===== config.mk =====
export PLATFORM = sky130hd
export DESIGN_NAME = mini_core
export DESIGN_NICKNAME = d
export VERILOG_FILES = /design/src/rtl/core_pkg.sv /design/src/rtl/exec_if.sv /design/src/rtl/regfile_read_if.sv /design/src/rtl/alu_execute.sv /design/src/rtl/insn_decode.sv /design/src/rtl/mini_core.sv /design/src/rtl/result_writeback.sv
export VERILOG_INCLUDE_DIRS = /design/src /design/src/rtl
export SDC_FILE = /design/constraint.sdc
export NUM_CORES = 2
export LEC_CHECK = 0
export BUFFER_PORTS_ARGS = -buffer_cell sky130_fd_sc_hd__buf_4
export CAP_MARGIN = 10
export CORE_MARGIN = 3
export CORE_UTILIZATION = 65
export CTS_BUF_LIST = sky130_fd_sc_hd__clkbuf_8
export DETAILED_ROUTE_END_ITERATION = 10
export PLACE_DENSITY = 0.91
export SYNTH_ARGS = -nofsm -noshare
export SYNTH_HDL_FRONTEND = slang
export SYNTH_SLANG_ARGS = --single-unit

===== constraint.sdc =====
create_clock -name clk -period 4.8 [get_ports clk]
set_input_delay 0.24 -clock clk [delete_from_list [all_inputs] [get_ports clk]]
set_output_delay 0.24 -clock clk [all_outputs]
set_load 0.01 [all_outputs]

===== src/rtl/core_defines.svh =====
`ifndef CORE_DEFINES_SVH
`define CORE_DEFINES_SVH

// Datapath and register file sizes
`define XLEN          32
`define REG_ADDR_W    5
`define NUM_REGS      32

// Major opcodes
`define OPCODE_W      7
`define OPCODE_OP     7'b0110011
`define OPCODE_OP_IMM 7'b0010011

// Funct3 codes of the integer groups
`define F3_ADD        3'b000
`define F3_SLL        3'b001
`define F3_SLT        3'b010
`define F3_SLTU       3'b011
`define F3_XOR        3'b100
`define F3_SR         3'b101
`define F3_OR         3'b110
`define F3_AND        3'b111

// Funct7 selecting sub and sra
`define F7_ALT        7'b0100000

// ALU operation codes
`define ALU_OP_W      4
`define ALU_ADD       4'd0
`define ALU_SUB       4'd1
`define ALU_AND       4'd2
`define ALU_OR        4'd3
`define ALU_XOR       4'd4
`define ALU_SLT       4'd5
`define ALU_SLTU      4'd6
`define ALU_SLL       4'd7
`define ALU_SRL       4'd8
`define ALU_SRA       4'd9

`endif


===== src/rtl/core_pkg.sv =====
`include "core_defines.svh"

package core_pkg;

  //////////////////////////////////////////////////////////////////////
  // Instruction word layouts
  //////////////////////////////////////////////////////////////////////

  // Register-register format
  typedef struct packed {
    logic [6:0]             funct7;
    logic [`REG_ADDR_W-1:0] rs2;
    logic [`REG_ADDR_W-1:0] rs1;
    logic [2:0]             funct3;
    logic [`REG_ADDR_W-1:0] rd;
    logic [`OPCODE_W-1:0]   opcode;
  } insn_r_t;

  // Register-immediate format
  typedef struct packed {
    logic [11:0]            imm12;
    logic [`REG_ADDR_W-1:0] rs1;
    logic [2:0]             funct3;
    logic [`REG_ADDR_W-1:0] rd;
    logic [`OPCODE_W-1:0]   opcode;
  } insn_i_t;

  // One fetched word viewed either way
  // Opcode, rd, funct3 and rs1 sit at the same bits in both views
  typedef union packed {
    insn_r_t r;
    insn_i_t i;
  } insn_u;

endpackage


===== src/rtl/exec_if.sv =====
`timescale 1ns/1ps
`include "core_defines.svh"

// One decoded operation on its way into execute
interface exec_if;
  logic                   valid;
  logic [`ALU_OP_W-1:0]   alu_op;
  logic [`XLEN-1:0]       operand_a;
  // Source register or sign-extended immediate
  logic [`XLEN-1:0]       operand_b;
  logic [`REG_ADDR_W-1:0] rd_addr;
  logic                   illegal;

  modport decode (
    output valid, alu_op, operand_a, operand_b, rd_addr, illegal
  );

  modport execute (
    input valid, alu_op, operand_a, operand_b, rd_addr, illegal
  );
endinterface


===== src/rtl/regfile_read_if.sv =====
`timescale 1ns/1ps
`include "core_defines.svh"

// Two asynchronous register file read ports
interface regfile_read_if;
  logic [`REG_ADDR_W-1:0] raddr_a;
  logic [`REG_ADDR_W-1:0] raddr_b;
  logic [`XLEN-1:0]       rdata_a;
  logic [`XLEN-1:0]       rdata_b;

  modport reader (output raddr_a, raddr_b, input rdata_a, rdata_b);

  modport file (input raddr_a, raddr_b, output rdata_a, rdata_b);
endinterface


===== src/rtl/alu_execute.sv =====
`timescale 1ns/1ps
`include "core_defines.svh"

module alu_execute (
  input  logic                   clk,
  input  logic                   rst_ni,
  exec_if.execute                ex_i,
  output logic                   res_valid_o,
  output logic [`REG_ADDR_W-1:0] res_rd_o,
  output logic [`XLEN-1:0]       res_data_o,
  output logic                   res_illegal_o
);

  logic [`XLEN-1:0] result;
  logic [4:0]       shamt;

  // Shifts use the low five bits only
  assign shamt = ex_i.operand_b[4:0];

  always_comb begin
    case (ex_i.alu_op)
      `ALU_ADD:  result = ex_i.operand_a + ex_i.operand_b;
      `ALU_SUB:  result = ex_i.operand_a - ex_i.operand_b;
      `ALU_AND:  result = ex_i.operand_a & ex_i.operand_b;
      `ALU_OR:   result = ex_i.operand_a | ex_i.operand_b;
      `ALU_XOR:  result = ex_i.operand_a ^ ex_i.operand_b;
      `ALU_SLT: begin
        result = {{(`XLEN - 1){1'b0}},
                  $signed(ex_i.operand_a) < $signed(ex_i.operand_b)};
      end
      `ALU_SLTU: begin
        result = {{(`XLEN - 1){1'b0}}, ex_i.operand_a < ex_i.operand_b};
      end
      `ALU_SLL:  result = ex_i.operand_a << shamt;
      `ALU_SRL:  result = ex_i.operand_a >> shamt;
      `ALU_SRA:  result = $unsigned($signed(ex_i.operand_a) >>> shamt);
      default:   result = '0;
    endcase
  end

  // Execute to write-back register
  always_ff @(posedge clk or negedge rst_ni) begin
    if (!rst_ni) begin
      res_valid_o <= 1'b0;
    end else begin
      res_valid_o <= ex_i.valid;
    end
  end

  always_ff @(posedge clk) begin
    if (ex_i.valid) begin
      res_rd_o      <= ex_i.rd_addr;
      res_data_o    <= result;
      res_illegal_o <= ex_i.illegal;
    end
  end

endmodule


===== src/rtl/insn_decode.sv =====
`timescale 1ns/1ps
`include "core_defines.svh"

module insn_decode (
  input  logic            clk,
  input  logic            rst_ni,
  input  logic            instr_valid_i,
  input  core_pkg::insn_u instr_i,
  regfile_read_if.reader  rf_o,
  exec_if.decode          ex_o
);

  logic [`ALU_OP_W-1:0]   alu_op;
  logic                   use_imm;
  logic                   illegal;
  logic [`XLEN-1:0]       imm_sext;
  logic [`REG_ADDR_W-1:0] rd_addr;

  // Source fields share their position in both views
  assign rf_o.raddr_a = instr_i.r.rs1;
  assign rf_o.raddr_b = instr_i.r.rs2;

  assign imm_sext = {{(`XLEN - 12){instr_i.i.imm12[11]}}, instr_i.i.imm12};

  //////////////////////////////////////////////////////////////////////
  // Opcode and funct decode
  //////////////////////////////////////////////////////////////////////

  always_comb begin
    alu_op  = `ALU_ADD;
    use_imm = 1'b0;
    illegal = 1'b0;
    case (instr_i.r.opcode)
      `OPCODE_OP: begin
        if (instr_i.r.funct7 == '0) begin
          case (instr_i.r.funct3)
            `F3_ADD:  alu_op = `ALU_ADD;
            `F3_SLL:  alu_op = `ALU_SLL;
            `F3_SLT:  alu_op = `ALU_SLT;
            `F3_SLTU: alu_op = `ALU_SLTU;
            `F3_XOR:  alu_op = `ALU_XOR;
            `F3_SR:   alu_op = `ALU_SRL;
            `F3_OR:   alu_op = `ALU_OR;
            default:  alu_op = `ALU_AND;
          endcase
        end else if (instr_i.r.funct7 == `F7_ALT && instr_i.r.funct3 == `F3_ADD) begin
          alu_op = `ALU_SUB;
        end else if (instr_i.r.funct7 == `F7_ALT && instr_i.r.funct3 == `F3_SR) begin
          alu_op = `ALU_SRA;
        end else begin
          illegal = 1'b1;
        end
      end
      `OPCODE_OP_IMM: begin
        use_imm = 1'b1;
        // Only addi, slti, xori, ori and andi
        case (instr_i.i.funct3)
          `F3_ADD: alu_op = `ALU_ADD;
          `F3_SLT: alu_op = `ALU_SLT;
          `F3_XOR: alu_op = `ALU_XOR;
          `F3_OR:  alu_op = `ALU_OR;
          `F3_AND: alu_op = `ALU_AND;
          default: illegal = 1'b1;
        endcase
      end
      default: illegal = 1'b1;
    endcase
  end

  // Illegal words never name a destination
  assign rd_addr = illegal ? '0 : instr_i.r.rd;

  //////////////////////////////////////////////////////////////////////
  // Decode to execute register
  //////////////////////////////////////////////////////////////////////

  always_ff @(posedge clk or negedge rst_ni) begin
    if (!rst_ni) begin
      ex_o.valid <= 1'b0;
    end else begin
      ex_o.valid <= instr_valid_i;
    end
  end

  always_ff @(posedge clk) begin
    if (instr_valid_i) begin
      ex_o.alu_op    <= alu_op;
      ex_o.operand_a <= rf_o.rdata_a;
      ex_o.operand_b <= use_imm ? imm_sext : rf_o.rdata_b;
      ex_o.rd_addr   <= rd_addr;
      ex_o.illegal   <= illegal;
    end
  end

endmodule


===== src/rtl/mini_core.sv =====
`timescale 1ns/1ps
`include "core_defines.svh"

module mini_core (
  input  logic                   clk,
  input  logic                   rst_ni,
  input  logic                   instr_valid_i,
  input  logic [`XLEN-1:0]       instr_i,
  output logic                   retire_valid_o,
  output logic                   retire_illegal_o,
  output logic [`REG_ADDR_W-1:0] retire_rd_o,
  output logic [`XLEN-1:0]       retire_wdata_o
);

  // Execute to write-back link
  logic                   res_valid;
  logic [`REG_ADDR_W-1:0] res_rd;
  logic [`XLEN-1:0]       res_data;
  logic                   res_illegal;

  exec_if         ex_bus ();
  regfile_read_if rf_bus ();

  //////////////////////////////////////////////////////////////////////
  // Pipeline stages
  //////////////////////////////////////////////////////////////////////

  insn_decode i_decode (
    .clk           (clk),
    .rst_ni        (rst_ni),
    .instr_valid_i (instr_valid_i),
    .instr_i       (core_pkg::insn_u'(instr_i)),
    .rf_o          (rf_bus.reader),
    .ex_o          (ex_bus.decode)
  );

  alu_execute i_execute (
    .clk           (clk),
    .rst_ni        (rst_ni),
    .ex_i          (ex_bus.execute),
    .res_valid_o   (res_valid),
    .res_rd_o      (res_rd),
    .res_data_o    (res_data),
    .res_illegal_o (res_illegal)
  );

  result_writeback i_writeback (
    .clk              (clk),
    .rst_ni           (rst_ni),
    .res_valid_i      (res_valid),
    .res_rd_i         (res_rd),
    .res_data_i       (res_data),
    .res_illegal_i    (res_illegal),
    .rf_i             (rf_bus.file),
    .retire_valid_o   (retire_valid_o),
    .retire_illegal_o (retire_illegal_o),
    .retire_rd_o      (retire_rd_o),
    .retire_wdata_o   (retire_wdata_o)
  );

endmodule


===== src/rtl/result_writeback.sv =====
`timescale 1ns/1ps
`include "core_defines.svh"

module result_writeback (
  input  logic                   clk,
  input  logic                   rst_ni,
  input  logic                   res_valid_i,
  input  logic [`REG_ADDR_W-1:0] res_rd_i,
  input  logic [`XLEN-1:0]       res_data_i,
  input  logic                   res_illegal_i,
  regfile_read_if.file           rf_i,
  output logic                   retire_valid_o,
  output logic                   retire_illegal_o,
  output logic [`REG_ADDR_W-1:0] retire_rd_o,
  output logic [`XLEN-1:0]       retire_wdata_o
);

  logic [`XLEN-1:0] regs [`NUM_REGS];
  logic             we;

  // x0 is never written, so it keeps its reset value of zero
  assign we = res_valid_i & ~res_illegal_i & (res_rd_i != '0);

  assign rf_i.rdata_a = regs[rf_i.raddr_a];
  assign rf_i.rdata_b = regs[rf_i.raddr_b];

  // Register file and retire report
  always_ff @(posedge clk or negedge rst_ni) begin
    if (!rst_ni) begin
      for (int i = 0; i < `NUM_REGS; i++) begin
        regs[i] <= '0;
      end
      retire_valid_o   <= 1'b0;
      retire_illegal_o <= 1'b0;
      retire_rd_o      <= '0;
      retire_wdata_o   <= '0;
    end else begin
      if (we) begin
        regs[res_rd_i] <= res_data_i;
      end
      retire_valid_o   <= res_valid_i;
      retire_illegal_o <= res_valid_i & res_illegal_i;
      retire_rd_o      <= res_valid_i ? res_rd_i : '0;
      // Report the value that was actually written
      retire_wdata_o   <= we ? res_data_i : '0;
    end
  end

endmodule

==> summary.txt <==
outcome: complete, no violations
Syn Std Cell Area: 0.0668 mm^2
largest net degree at the start of global routing: 152
Pleak: 32.5 nW
drt total wl: 219 mm
total setup buffers inserted after CTS: 0
H-tree lvl count: 4
IR drop worst, VDD: 0.271 mV
dpl ws: 0.995 ns
Die Ht: 327 um
CTS root buffer: clkbuf_8
synthesized area per cell: 14.4 um^2
Slew Viols, Final: 0
Post-synth EDFFs: 112
CP required: 5.56 ns
dpl hpwl: 126 mm
Tcrit/Tclk final: 85.9%
Non-Filler Instances: 6086
die width: 327 um
CTS Buf Count: 188
setup TNS: 0 ns
drt pass-1 iters: 6
cts repair resizes: 0
area growth from synthesis to layout: 9.14%
final hold slack: 0.0562 ns
clock transition at the registers of the reported paths: 0.06 ns
commonest non-fill, non-tap cell in the layout: dfrtp_1
Via-to-Cell Ratio: 7.74
total power: 0.0298 W
total nets after synthesis: 4762
Rows: 116
worst-skew pair later-pin latency: 0.90 ns
vias in the first global route: 48699
Clock Path Buffers: 3
share of post-route cells with drive strength above 1: 47.4%
Reg2Reg Setup Slack: 0.67 ns
Syn Inst Count: 4628
Via Count: 47120
core box area: 0.101 mm^2
FF-to-FF path depth: 7
clock tree from TritonCTS: yes
most frequent cells in the layout: dfrtp_1 (1064), mux2_2 (1016), mux4_2 (660), clkbuf_8 (236), buf_4 (159)
Die Area: 0.107 mm^2
Slew @ Worst Pin: 1.36 ns
DR WL/cell: 35.9 um
initial antenna violation count: 17
Crit Path Max Fanout: 19
fraction of registers with async set/reset: 90.5%
RePlAce Congestion: 1.04
first-pass GRT wire length: 321 mm
RR Startpoint: i_execute.res_rd_o[1]
WS Path Type: reg2reg
Fin. Hold Viols: 0
Hold WC Path Type: in2async
CP endpoint kind: register
Critical Path Start Type: register
post-route setup slack: 0.675 ns
Cell Chain, Critical Path: nor2_1 > a21oi_4 > nand2_1 > nor3_1 > nand2_2 > buf_4 > mux2_2
Post-route DRC: 0
Slowest cell on crit path: nand2_2
Clock Sinks: 1177
DRT antenna net count: 0
Fillers: 5700
Initial Utilization: 66.1%
hold buffer count at cts: 22
Nets: 4693
PD cells: 409 mW/mm^2
RSZ-0062 raised after global routing: no
Layout Skew: 0.0390 ns
Max-Cap Viols: 0
post-synthesis sequential area ratio: 44.9%
yosys warns: 0
minimum clock period: 4.13 ns
main flop type after synthesis: dfrtp_1
Remaining Overflow, GRT: 0
Synth cell types: 87
IO Count: 74
Inst Count DP: 5696
Slew HR: 9.44%
final setup fails: 0
CP Data Arrival Time: 4.89 ns
Max Freq: 242 MHz
drt initial violations: 7026
Seq cells post-synth: 1177
total global routing track utilization: 40.8%
port bufs: 73
Max stage delay on crit path: 0.77 ns
Worst R2R End: i_writeback.regs[767]
[metal layers]
layer | track usage, % | share of wire (%)
met3 | 16.4 | 16
met4 | 24.4 | 7.5
met5 | 0.815 | 0.068
met2 | 59.8 | 44
met1 | 51.4 | 32
[critical path, delay by kind of cell (launching register included)]
family | cells | cell delay, ns
buffers and inverters | 1 | 0.50
multiplexers | 1 | 0.34
AND/OR/NAND/NOR | 4 | 1.80
flip-flops | 1 | 0.63
AO/OA/AOI/OAI | 1 | 0.69
[worst max path at each step]
stage,start,end,cells after the start
3_3_place_gp,i_execute.res_rd_o[0],i_writeback.regs[726],7
6_report,i_execute.res_rd_o[1],i_writeback.regs[767],7
5_1_grt,i_execute.res_rd_o[0],i_writeback.regs[767],7
3_5_place_dp,i_execute.res_rd_o[0],i_writeback.regs[720],7
4_1_cts,i_execute.res_rd_o[0],i_writeback.regs[767],7
2_1_floorplan,i_decode.ex_o.operand_b[2],i_execute.res_data_o[27],14
[final cells by class]
class                      count  area (um^2)  share of cell area, %
sequential                  1177        30000                   41.2
inverter                      96          360                  0.494
antenna                        8         20.0                 0.0275
tap                         1357         1700                   2.33
multi-input combinational   2873        34500                   47.3
clock buffer                 236         3250                   4.46
timing repair buffer         223         2260                   3.10
clock inverter               116          797                   1.09
[stage by stage]
step,area (um^2),util [%]
2_1_floorplan,66800,-
3_3_place_gp,68400,67.7
3_5_place_dp,68400,67.7
4_1_cts,72700,72.0
5_1_grt,72900,72.2
6_report,72900,72.2
[cell families after synthesis]
| family | share of synthesized area [%] |
|---|---|
| multiplexers | 41.2 |
| AND/OR/NAND/NOR | 3.25 |
| buffers and inverters | 3.71 |
| XOR/XNOR | 0.328 |
| AO/OA/AOI/OAI | 4.75 |
| adder cells (fa/ha/maj) | 1.88 |
| flip-flops | 44.9 |
[cell usage after synthesis, types with 7 or more instances]
cell	count	share of area, %
nand3_1	22	0.16
a211oi_1	23	0.26
and2_1	42	0.39
o221ai_1	9	0.12
buf_4	7	0.079
a21o_1	8	0.090
a22oi_1	16	0.18
nor2b_1	21	0.20
o211ai_1	32	0.36
mux4_2	660	22
nor2_1	160	0.90
ha_1	97	1.8
clkbuf_1	282	1.6
inv_1	93	0.52
a21oi_1	137	1.0
o21a_1	11	0.12
xnor2_1	22	0.29
nor3_1	27	0.20
a211o_1	7	0.092
buf_1	72	0.40
o21bai_1	10	0.11
a221oi_1	20	0.26
dfrtp_1	1065	40
buf_6	11	0.19
nand2_1	116	0.65
mux2_2	1016	17
o21ai_0	141	1.1
or3_1	8	0.075
o21ai_1	15	0.11
nor4_1	10	0.094
mux2_1	12	0.20
nand2b_1	23	0.22
a31oi_1	9	0.084
edfxtp_1	112	5.0
mux2i_1	105	1.6
buf_2	102	0.76
[where the power goes]
group / total (W) / internal, W / switching [W]
clock network: 0.00935 / 0.00491 / 0.00444
logic: 0.00715 / 0.00362 / 0.00352
registers: 0.0133 / 0.0116 / 0.00166
[state kept, by name, indices dropped and copies added, names as in the netlist, 4 cells and up]
| register | flops |
|---|---|
| i_decode.ex_o.operand_b | 32 |
| i_execute.res_data_o | 32 |
| i_writeback.retire_rd_o | 5 |
| i_decode.ex_o.alu_op | 4 |
| i_decode.ex_o.rd_addr | 5 |
| i_writeback.regs | 1024 |
| i_writeback.retire_wdata_o | 32 |
| i_execute.res_rd_o | 5 |
| i_decode.ex_o.operand_a | 32 |
Note: power is estimated with default switching activity, not from simulation.
